--- config.mk ---
export PLATFORM = sky130hd
export DESIGN_NAME = rvCoreTop
export DESIGN_NICKNAME = d
export VERILOG_FILES = /design/src/design/rvBusPkg.sv /design/src/design/rvCorePkg.sv /design/src/design/coreMemIf.sv /design/src/design/registerFile.sv /design/src/design/controlFsm.sv /design/src/design/instrDecode.sv /design/src/design/coreDatapath.sv /design/src/design/memPort.sv /design/src/design/rvCoreTop.sv
export SDC_FILE = /design/constraint.sdc
export NUM_CORES = 2
export LEC_CHECK = 0
export ABC_AREA = 0
export BUFFER_PORTS_ARGS = -buffer_cell sky130_fd_sc_hd__buf_2
export CAP_MARGIN = 25
export CORE_MARGIN = 2
export CORE_UTILIZATION = 48
export DETAILED_ROUTE_END_ITERATION = 8
export GPL_TIMING_DRIVEN = 0
export PLACE_DENSITY = 0.71
export SYNTH_ARGS = -nofsm -noshare
export SYNTH_HDL_FRONTEND = slang
export SYNTH_HIERARCHICAL = 1
export SYNTH_SLANG_ARGS = --single-unit
--- constraint.sdc ---
create_clock -name clk -period 14 [get_ports clk]
set_clock_uncertainty 0.2 [all_clocks]
set_input_delay 4.2 -clock clk [delete_from_list [all_inputs] [get_ports clk]]
set_output_delay 4.2 -clock clk [all_outputs]
set_load 0.03 [all_outputs]
--- src/design/rvBusPkg.sv ---
`default_nettype none

package rvBusPkg;

	localparam int XLen = 32;
	localparam int AddrW = 32;

	// Request slots offered by the memory unless the top level overrides it
	localparam int DefaultCredits = 2;

endpackage

`default_nettype wire

--- src/design/rvCorePkg.sv ---
`default_nettype none

package rvCorePkg;

	localparam int OpcodeW = 7;
	localparam int Funct3W = 3;
	localparam int RegAddrW = 5;

	// Base opcodes of the supported RV32I subset
	typedef enum logic [OpcodeW-1:0] {
		RType    = 7'b0110011,
		ITypeAlu = 7'b0010011,
		LwType   = 7'b0000011,
		SwType   = 7'b0100011,
		BType    = 7'b1100011,
		JalType  = 7'b1101111,
		LuiType  = 7'b0110111
	} opcodeT;

	typedef enum logic [2:0] {
		AluAdd = 3'b000,
		AluSub = 3'b001,
		AluAnd = 3'b010,
		AluOr  = 3'b011,
		AluSlt = 3'b101
	} aluCtrlT;

	// Operation class from the FSM, refined by funct bits in decode
	typedef enum logic [1:0] {AluOpAdd, AluOpSub, AluOpFunct} aluOpT;

	typedef enum logic [3:0] {
		Fetch, Decode, MemAdr, MemRead, MemWb, MemWrite,
		ExecuteR, ExecuteI, AluWb, BranchEq, JalJump, LuiWb
	} fsmStateT;

	typedef enum logic [1:0] {SrcAPc, SrcAOldPc, SrcAReg, SrcAZero} srcASelT;
	typedef enum logic [1:0] {SrcBReg, SrcBImm, SrcBFour} srcBSelT;
	typedef enum logic [1:0] {ResAluOut, ResData, ResAluResult} resultSelT;

endpackage

`default_nettype wire

--- src/design/coreMemIf.sv ---
`timescale 1ns/1ps
`default_nettype none

interface coreMemIf import rvBusPkg::*; ();

	logic start;             // One-cycle pulse, begins an access
	logic write;
	logic [AddrW-1:0] addr;
	logic [XLen-1:0] wdata;
	logic done;              // One-cycle pulse, access complete
	logic [XLen-1:0] rdata;

	// Control side issues accesses
	modport ctrl (output start, output write, input done);

	// Datapath side supplies address and store data
	modport data (output addr, output wdata, input rdata);

	// Bus master side
	modport port (
		input start, input write, input addr, input wdata,
		output done, output rdata
	);

endinterface

`default_nettype wire

--- src/design/registerFile.sv ---
`timescale 1ns/1ps
`default_nettype none

module registerFile import rvCorePkg::*, rvBusPkg::*; (
	input wire clk,
	input wire rst,
	input wire [RegAddrW-1:0] addr1,
	input wire [RegAddrW-1:0] addr2,
	input wire [RegAddrW-1:0] addr3,
	input wire regWrite,
	input wire [XLen-1:0] dataIn,
	output logic [XLen-1:0] rdData1,
	output logic [XLen-1:0] rdData2
);

	localparam int NumRegs = 1 << RegAddrW;

	logic [XLen-1:0] regs [NumRegs];

	always_ff @(posedge clk) begin
		if (rst) begin
			for (int i = 0; i < NumRegs; i++) begin
				regs[i] <= '0;
			end
		end else if (regWrite && addr3 != '0) begin  // x0 stays zero
			regs[addr3] <= dataIn;
		end
	end

	assign rdData1 = (addr1 == '0) ? '0 : regs[addr1];
	assign rdData2 = (addr2 == '0) ? '0 : regs[addr2];

endmodule

`default_nettype wire

--- src/design/controlFsm.sv ---
`timescale 1ns/1ps
`default_nettype none

module controlFsm import rvCorePkg::*; (
	input wire clk,
	input wire rst,
	input wire opcodeT opcode,
	input wire zero,
	coreMemIf.ctrl memCtrl,
	output logic irWrite,
	output logic pcUpdate,
	output logic branch,
	output logic regWrite,
	output logic adrSrc,
	output srcASelT srcASel,
	output srcBSelT srcBSel,
	output resultSelT resultSel,
	output aluOpT aluOpClass
);

	fsmStateT state, nextState;
	logic accessOpen;  // Set from start until done
	logic waitState;

	assign waitState = (state == Fetch) || (state == MemRead) || (state == MemWrite);
	assign memCtrl.start = waitState && !accessOpen;
	assign memCtrl.write = (state == MemWrite);

	always_ff @(posedge clk) begin
		if (rst) begin
			state <= Fetch;
			accessOpen <= 1'b0;
		end else begin
			state <= nextState;
			if (memCtrl.done)
				accessOpen <= 1'b0;
			else if (memCtrl.start)
				accessOpen <= 1'b1;
		end
	end

	always_comb begin
		nextState = state;
		case (state)
			Fetch: if (memCtrl.done) nextState = Decode;
			Decode: begin
				case (opcode)
					LwType, SwType: nextState = MemAdr;
					RType: nextState = ExecuteR;
					ITypeAlu: nextState = ExecuteI;
					BType: nextState = BranchEq;
					JalType: nextState = JalJump;
					LuiType: nextState = LuiWb;
					default: nextState = Fetch;  // Unknown opcode is skipped
				endcase
			end
			MemAdr: nextState = (opcode == LwType) ? MemRead : MemWrite;
			MemRead: if (memCtrl.done) nextState = MemWb;
			MemWrite: if (memCtrl.done) nextState = Fetch;
			ExecuteR, ExecuteI, JalJump: nextState = AluWb;
			default: nextState = Fetch;
		endcase
	end

	always_comb begin
		irWrite = 1'b0;
		pcUpdate = 1'b0;
		branch = 1'b0;
		regWrite = 1'b0;
		adrSrc = 1'b0;
		srcASel = SrcAPc;
		srcBSel = SrcBFour;
		resultSel = ResAluResult;
		aluOpClass = AluOpAdd;
		case (state)
			Fetch: begin
				irWrite = memCtrl.done;   // Capture instruction and step PC
				pcUpdate = memCtrl.done;
			end
			Decode: begin
				srcASel = SrcAOldPc;  // Branch or jump target into ALU output
				srcBSel = SrcBImm;
			end
			MemAdr, MemRead, MemWrite: begin
				adrSrc = (state != MemAdr);
				srcASel = SrcAReg;     // Keeps the address steady while waiting
				srcBSel = SrcBImm;
			end
			MemWb: begin
				resultSel = ResData;
				regWrite = 1'b1;
			end
			ExecuteR, ExecuteI: begin
				srcASel = SrcAReg;
				srcBSel = (state == ExecuteR) ? SrcBReg : SrcBImm;
				aluOpClass = AluOpFunct;
			end
			AluWb: begin
				resultSel = ResAluOut;
				regWrite = 1'b1;
			end
			BranchEq: begin
				srcASel = SrcAReg;
				srcBSel = SrcBReg;
				aluOpClass = AluOpSub;
				resultSel = ResAluOut;
				branch = 1'b1;
			end
			JalJump: begin
				srcASel = SrcAOldPc;  // Return address for the following AluWb
				resultSel = ResAluOut;
				pcUpdate = 1'b1;
			end
			LuiWb: begin
				srcASel = SrcAZero;
				srcBSel = SrcBImm;
				regWrite = 1'b1;
			end
			default: ;
		endcase
	end

	// One access at a time across the memory port
	assert property (@(posedge clk) disable iff (rst)
		memCtrl.start |=> (!memCtrl.start until memCtrl.done));

endmodule

`default_nettype wire

--- src/design/instrDecode.sv ---
`timescale 1ns/1ps
`default_nettype none

module instrDecode import rvCorePkg::*, rvBusPkg::*; (
	input wire clk,
	input wire rst,
	input wire [XLen-1:0] instr,
	input wire [XLen-1:0] resultData,
	input wire zero,
	coreMemIf.ctrl memCtrl,
	output logic [XLen-1:0] immExt,
	output aluCtrlT aluCtrl,
	output logic [XLen-1:0] srcA,
	output logic [XLen-1:0] srcB,
	output logic irWrite,
	output logic pcUpdate,
	output logic branch,
	output logic adrSrc,
	output srcASelT srcASel,
	output srcBSelT srcBSel,
	output resultSelT resultSel
);

	opcodeT opcode;
	aluOpT aluOpClass;
	logic regWrite;
	logic [RegAddrW-1:0] rd, rs1, rs2;
	logic [Funct3W-1:0] funct3;
	logic funct7b5;

	assign opcode = opcodeT'(instr[OpcodeW-1:0]);

	// Register and funct fields, zeroed where the format has none
	always_comb begin
		rd = instr[11:7];
		rs1 = instr[19:15];
		rs2 = instr[24:20];
		funct3 = instr[14:12];
		funct7b5 = 1'b0;
		case (opcode)
			RType: funct7b5 = instr[30];  // Only R-type selects sub this way
			ITypeAlu, LwType: rs2 = '0;
			SwType, BType: rd = '0;
			JalType, LuiType: begin
				rs1 = '0;
				rs2 = '0;
				funct3 = '0;
			end
			default: begin
				rd = '0;
				rs1 = '0;
				rs2 = '0;
				funct3 = '0;
			end
		endcase
	end

	always_comb begin
		case (opcode)
			ITypeAlu, LwType: immExt = {{20{instr[31]}}, instr[31:20]};
			SwType: immExt = {{20{instr[31]}}, instr[31:25], instr[11:7]};
			BType: immExt = {{20{instr[31]}}, instr[7], instr[30:25], instr[11:8], 1'b0};
			JalType: immExt = {{12{instr[31]}}, instr[19:12], instr[20], instr[30:21], 1'b0};
			LuiType: immExt = {instr[31:12], 12'b0};  // Upper 20 bits
			default: immExt = '0;
		endcase
	end

	// ALU decoder
	always_comb begin
		aluCtrl = AluAdd;
		if (aluOpClass == AluOpSub) begin
			aluCtrl = AluSub;
		end else if (aluOpClass == AluOpFunct) begin
			case (funct3)
				3'b000: aluCtrl = funct7b5 ? AluSub : AluAdd;
				3'b010: aluCtrl = AluSlt;
				3'b110: aluCtrl = AluOr;
				3'b111: aluCtrl = AluAnd;
				default: aluCtrl = AluAdd;
			endcase
		end
	end

	controlFsm fsmInst (
		.clk(clk),
		.rst(rst),
		.opcode(opcode),
		.zero(zero),
		.memCtrl(memCtrl),
		.irWrite(irWrite),
		.pcUpdate(pcUpdate),
		.branch(branch),
		.regWrite(regWrite),
		.adrSrc(adrSrc),
		.srcASel(srcASel),
		.srcBSel(srcBSel),
		.resultSel(resultSel),
		.aluOpClass(aluOpClass)
	);

	registerFile regFileInst (
		.clk(clk),
		.rst(rst),
		.addr1(rs1),
		.addr2(rs2),
		.addr3(rd),
		.regWrite(regWrite),
		.dataIn(resultData),
		.rdData1(srcA),
		.rdData2(srcB)
	);

endmodule

`default_nettype wire

--- src/design/coreDatapath.sv ---
`timescale 1ns/1ps
`default_nettype none

module coreDatapath import rvCorePkg::*, rvBusPkg::*; (
	input wire clk,
	input wire rst,
	input wire [XLen-1:0] rdData1,
	input wire [XLen-1:0] rdData2,
	input wire [XLen-1:0] immExt,
	input wire aluCtrlT aluCtrl,
	input wire irWrite,
	input wire pcUpdate,
	input wire branch,
	input wire adrSrc,
	input wire srcASelT srcASel,
	input wire srcBSelT srcBSel,
	input wire resultSelT resultSel,
	coreMemIf.data memData,
	output logic [XLen-1:0] instr,
	output logic [XLen-1:0] resultData,
	output logic zero
);

	logic [XLen-1:0] pc, oldPc, ir, dataReg, aReg, bReg, aluOut;
	logic [XLen-1:0] aluA, aluB, aluResult;

	always_ff @(posedge clk) begin
		if (rst)
			pc <= '0;
		else if (pcUpdate || (branch && zero))
			pc <= resultData;
	end

	// Payload registers
	always_ff @(posedge clk) begin
		if (irWrite) begin
			ir <= memData.rdata;
			oldPc <= pc;
		end
		dataReg <= memData.rdata;  // Response data is held by the port
		aReg <= rdData1;
		bReg <= rdData2;
		aluOut <= aluResult;
	end

	always_comb begin
		case (srcASel)
			SrcAPc: aluA = pc;
			SrcAOldPc: aluA = oldPc;
			SrcAReg: aluA = aReg;
			default: aluA = '0;
		endcase
		case (srcBSel)
			SrcBReg: aluB = bReg;
			SrcBImm: aluB = immExt;
			SrcBFour: aluB = XLen'(4);
			default: aluB = '0;
		endcase
	end

	always_comb begin
		case (aluCtrl)
			AluSub: aluResult = aluA - aluB;
			AluAnd: aluResult = aluA & aluB;
			AluOr: aluResult = aluA | aluB;
			AluSlt: aluResult = {{(XLen-1){1'b0}}, $signed(aluA) < $signed(aluB)};
			default: aluResult = aluA + aluB;
		endcase
	end

	assign zero = (aluResult == '0);

	always_comb begin
		case (resultSel)
			ResAluOut: resultData = aluOut;
			ResData: resultData = dataReg;
			default: resultData = aluResult;
		endcase
	end

	assign instr = ir;
	assign memData.addr = adrSrc ? aluOut : pc;  // Data access or fetch
	assign memData.wdata = bReg;

endmodule

`default_nettype wire

--- src/design/memPort.sv ---
`timescale 1ns/1ps
`default_nettype none

module memPort import rvBusPkg::*; #(
	parameter int MemCredits = DefaultCredits
) (
	input wire clk,
	input wire rst,
	coreMemIf.port core,
	output logic memReqValid,
	output logic memReqWrite,
	output logic [AddrW-1:0] memReqAddr,
	output logic [XLen-1:0] memReqData,
	input wire memRspValid,
	input wire [XLen-1:0] memRspData,
	input wire memCreditReturn
);

	localparam int CntW = $clog2(MemCredits + 1);

	logic [CntW-1:0] creditCnt;
	logic pending;  // Started but waiting for a credit
	logic sendNow;

	assign sendNow = (core.start || pending) && (creditCnt != '0);

	always_ff @(posedge clk) begin
		if (rst) begin
			creditCnt <= CntW'(MemCredits);
			pending <= 1'b0;
			memReqValid <= 1'b0;
			core.done <= 1'b0;
		end else begin
			creditCnt <= creditCnt - CntW'(sendNow) + CntW'(memCreditReturn);
			pending <= (core.start || pending) && !sendNow;
			memReqValid <= sendNow;
			core.done <= memRspValid;
		end
	end

	always_ff @(posedge clk) begin
		if (sendNow) begin
			memReqWrite <= core.write;
			memReqAddr <= core.addr;
			memReqData <= core.wdata;
		end
		if (memRspValid)
			core.rdata <= memRspData;
	end

	// Memory must not return more credits than it granted
	assert property (@(posedge clk) disable iff (rst) creditCnt <= MemCredits);

endmodule

`default_nettype wire

--- src/design/rvCoreTop.sv ---
`timescale 1ns/1ps
`default_nettype none

module rvCoreTop import rvCorePkg::*, rvBusPkg::*; #(
	parameter int MemCredits = DefaultCredits
) (
	input wire clk,
	input wire rst,
	output logic memReqValid,
	output logic memReqWrite,
	output logic [AddrW-1:0] memReqAddr,
	output logic [XLen-1:0] memReqData,
	input wire memRspValid,
	input wire [XLen-1:0] memRspData,
	input wire memCreditReturn
);

	coreMemIf memIf ();

	logic [XLen-1:0] instr, resultData, immExt, rdData1, rdData2;
	logic zero, irWrite, pcUpdate, branch, adrSrc;
	aluCtrlT aluCtrl;
	srcASelT srcASel;
	srcBSelT srcBSel;
	resultSelT resultSel;

	instrDecode decodeInst (
		.clk(clk),
		.rst(rst),
		.instr(instr),
		.resultData(resultData),
		.zero(zero),
		.memCtrl(memIf),
		.immExt(immExt),
		.aluCtrl(aluCtrl),
		.srcA(rdData1),
		.srcB(rdData2),
		.irWrite(irWrite),
		.pcUpdate(pcUpdate),
		.branch(branch),
		.adrSrc(adrSrc),
		.srcASel(srcASel),
		.srcBSel(srcBSel),
		.resultSel(resultSel)
	);

	coreDatapath datapathInst (
		.clk(clk),
		.rst(rst),
		.rdData1(rdData1),
		.rdData2(rdData2),
		.immExt(immExt),
		.aluCtrl(aluCtrl),
		.irWrite(irWrite),
		.pcUpdate(pcUpdate),
		.branch(branch),
		.adrSrc(adrSrc),
		.srcASel(srcASel),
		.srcBSel(srcBSel),
		.resultSel(resultSel),
		.memData(memIf),
		.instr(instr),
		.resultData(resultData),
		.zero(zero)
	);

	memPort #(
		.MemCredits(MemCredits)
	) memPortInst (
		.clk(clk),
		.rst(rst),
		.core(memIf),
		.memReqValid(memReqValid),
		.memReqWrite(memReqWrite),
		.memReqAddr(memReqAddr),
		.memReqData(memReqData),
		.memRspValid(memRspValid),
		.memRspData(memRspData),
		.memCreditReturn(memCreditReturn)
	);

endmodule

`default_nettype wire

* Yosys cells after proc, flatten, opt, wreduce, memory -nomap -nowiden
Memories as Yosys holds them, arrays and structs flattened. A register that Yosys moved wholly into a read port is not among the register bits.
Index checks and enable logic that the tools add are counted.
** Operators by class
- $add $sub $neg :: 4
- $mul :: 0
- Div/mod/pow operators :: 0
- Order comparisons :: 1
- Eq/ne operators :: 36
- Shift-type cells :: 0
- Multiplexer cells :: 39
- Bitwise gates (word level) :: 2
- Reductions and logical operators :: 37
** Operators by type and width (count)
- $pmux W32 S3 :: 2
- $pmux W32 S5 :: 1
- $pmux W32 S4 :: 1
- $mux W32 :: 2
- $pmux W32 S2 :: 1
- $pmux W4 S6 :: 2
- $add A32 B32 Y32 :: 1
- $and A32 B32 Y32 :: 1
- $logic_not A32 Y1 :: 1
- $lt A32 B32 Y1 :: 1
- $or A32 B32 Y32 :: 1
- $reduce_or A32 Y1 :: 1
- $sub A32 B32 Y32 :: 1
- $eq A7 B6 Y1 const B :: 3
- $mux W5 :: 4
- $eq A4 B3 Y1 const B :: 4
- $eq A4 B4 Y1 const B :: 4
- $reduce_or A3 Y1 :: 5
- $reduce_or A5 Y1 :: 3
- $eq A7 B7 Y1 const B :: 2
- $mux W1 :: 13
- $mux W3 :: 4
- $mux W4 :: 3
- $pmux W2 S3 :: 2
- 29 further kinds :: 56
** Word-level totals
- Register bits :: 267
- Bits in latches :: 0
- RAM bits :: 1024
- Bits in read-only memories :: 0
- Bits of input ports :: 36
- Logic and storage cells :: 135
- Memories :: 1
** Memory list
- decodeInst.regFileInst.regs :: words 32, width 32, rd ports 2, clocked after Yosys merged registers in 2, write ports 32, RTL line registerFile.sv:18 : logic [XLen-1:0] regs [NumRegs];

* Depth between registers and ports, before layout
- Depth in word-level cells :: 12
- Mapped depth :: 25
- Gate-level depth less buffers :: 21

* Modules after synthesis
The synthesis kept the hierarchy.
** By module, submodules not included
- registerFile :: instances 1, cells each 3502, area each 54254.5 µm², sequential area each 30749.5 µm²
- coreDatapath :: instances 1, cells each 1551, area each 13985.9 µm², sequential area each 5124.9 µm²
- memPort :: instances 1, cells each 114, area each 3113.0 µm², sequential area each 3012.9 µm²
- controlFsm :: instances 1, cells each 106, area each 706.9 µm², sequential area each 100.1 µm²
- instrDecode :: instances 1, cells each 102, area each 701.9 µm², sequential area each 0.0 µm²

* Least setup slack after synthesis
Ideal clock, no wire load.
- Kind :: input port to flip-flop
- Start point :: input port rst
- End point :: memory decodeInst.regFileInst.regs[12][0] (enable)
- Data arrival time :: 5691 ps
- Data required time :: 13425 ps
- Setup slack :: 7734 ps
- Cell stages on the path :: 4
- Path buffers :: 1
- Cell sequence :: or4b_2 > clkbuf_1 > nor2_1 > or2_2
** RTL lines
- start, declared :: RTL line rvCoreTop.sv:8 : input wire rst,
- end, declared :: RTL line registerFile.sv:18

==> results.ini <==
[pwr]
peakVddDrop_uv=113
leakage_uw=0.0297
p_per_area_mw_per_mm2=123
total_power_uw=10200

[final_layout]
syn2layout_area_growth_pct=13.2
nFillCells=12324
nNetsFinal=5897
drive_above_1_share=0.209

[clock_network]
clock_latency_ns=0.84
cts_made_buffers=147
cts.htree.levels=4
cts_num_sinks=1355
root_buffer=clkbuf_16
hold_buffers=0
cts_max_path_buffers=3
post_cts.repair.setup_buffers=0
tritoncts=built
post_cts_resize_count=0
clkSlewWorstSetupHoldPaths_ns=0.06

[floorplanning]
die_height_um=393
core_area_mm2=0.150
die_w_um=393
die_area_mm2=0.155
start_util=0.485
fp-row-count=142
io_pins=102

[timing]
period_share=0.571
worst_pin_slew_ns=1.30
drv_slew=0
setup_viol=0
fmaxAchievable_mhz=125
fin_crit_ns=8.00
finalWorstSetupSlack_ns=6.00
slew-limit-headroom=0.128
hold_viol=0
rsz0062_at_grt=false
setup_tns_ns=0

[critical_path]
critical_path_arrival_ns=8.47
r2r_cells=22
worstPathMaxFanout=10
timing.rr.start=decodeInst/fsmInst/state[1]
worstSetupPathType=register to register
critPathRequiredTime_ns=14.47
r2r-end=decodeInst/regFileInst/regs[13][31]
cp-start-kind=register
reg2reg_slack_ns=6.00
cp-startpoint=decodeInst/fsmInst/state[1]
endpoint_kind=register
crit_end=decodeInst/regFileInst/regs[13][31]

[min_path]
min_path_type=register to register
min-delay-start=memPortInst/core.rdata[23]

[routing]
ant_nets=0
first_iter_violations=9172
vias_per_cell=6.76
drcViolationCount=0
vias=53442
route.detailed.wl_per_inst_um=37.3
dr.pass1.iters=8
wl_um=295000

[placed_design]
dp_slack_ns=6.40
place_congestion=1.02
io_buffer_count=101
hpwl_um=215000

[logic_synthesis]
syn_area_mm2=0.0728
yosysWarnings=6
avgSynthCellArea_um2=13.5
syn_inst=5374

[global_routing]
grt_start_max_net_pins=66
grt-ovfl-total=0
grt_pass1_vias=51041
gr-usage-all-layers=0.374
grt_pass1_wl_um=401000
antenna_found_initial=17

[run_status]
status=finished, final reports clean

[run]
drv_cap=0

worst max-delay path, cell delays in order (launching register included):
cell and delay [ns]:
dfxtp_1 0.35, buf_2 0.23, buf_2 0.25, a21oi_1 0.09, nor2_1 0.47, clkbuf_1 0.34
buf_1 0.66, mux2i_1 0.27, nor2_1 0.05, a21o_1 0.25, ha_1 0.40, buf_2 0.24
nand2_1 0.12, o21ai_0 0.21, a21boi_0 0.67, a21oi_1 0.28, nor2_1 0.30, nor2_1 0.09
o311ai_0 0.31, a2bb2oi_1 0.68, a21o_1 0.51, clkbuf_1 0.62, and2_1 0.22
area by class of cell:
| cell class | instances | area [µm²] | area share |
|---|---|---|---|
| Clock buffer | 189 | 3970 | 0.0482 |
| Timing Repair Buffer | 207 | 1920 | 0.0233 |
| Buffer | 496 | 2330 | 0.0283 |
| Antenna cell | 5 | 12.5 | 0.000152 |
| Sequential cell | 1355 | 39000 | 0.474 |
| Inverter | 130 | 488 | 0.00593 |
| Tap cell | 2016 | 2520 | 0.0306 |
| Clock inverter | 80 | 986 | 0.0120 |
| Multi-Input combinational cell | 3424 | 31100 | 0.378 |
flip-flops by register name (all words and copies together) (netlist names), 32 cells and up:
signal                       cells
datapathInst/aReg               32
datapathInst/aluOut             32
datapathInst/dataReg            32
datapathInst/instr              32
datapathInst/memData.wdata      32
datapathInst/oldPc              32
datapathInst/pc                 32
decodeInst/regFileInst/regs   1024
memPortInst/core.rdata          32
memPortInst/memReqAddr          32
memPortInst/memReqData          32
worst min-delay path by stage:
stage | endpoint | slack (ns) | depth (start not counted)
final | datapathInst/dataReg[23] | 0.19 | 0
after global routing | datapathInst/dataReg[23] | 0.20 | 0
after CTS | datapathInst/dataReg[23] | 0.19 | 0
after detailed placement | datapathInst/dataReg[12] | 0.17 | 0
after global placement | datapathInst/dataReg[23] | 0.16 | 0
after floorplan | datapathInst/dataReg[0] | 0.14 | 0
per-stage QoR:
| step | cells | util | instance area (µm²) | hold slack [ns] |
|---|---|---|---|---|
| floorplan | 5405 | - | 72900 | 0.143 |
| global placement | 7522 | 0.506 | 75900 | 0.155 |
| detailed placement | 7611 | 0.514 | 77200 | 0.166 |
| CTS | 7880 | 0.547 | 82100 | 0.185 |
| global route | 7897 | 0.548 | 82300 | 0.205 |
| finish | 7902 | 0.548 | 82300 | 0.186 |
power breakdown:
part           leakage [µW]  internal, µW  switching (µW)
Combinational        0.0138           432            1010
Clock               0.00240          2240            1730
Sequential           0.0135          4620             122
layout by cell type (no fill, tap or decap), types with 100 or more instances in the layout:
cell,count
o22ai_1,113
edfxtp_1,1185
mux4_2,472
nor2_1,157
clkbuf_16,151
mux2i_1,269
clkbuf_1,357
dfxtp_1,170
and2_1,1015
buf_2,185
a21oi_1,143
nand2_1,100
inv_1,121
layer usage:
| layer | share of wire | track usage |
|---|---|---|
| met1 | 0.34 | 0.467 |
| met2 | 0.43 | 0.541 |
| met3 | 0.15 | 0.140 |
| met4 | 0.082 | 0.251 |
| met5 | 0.00075 | 0.00800 |
No activity file was read; power rests on OpenSTA's default activity.
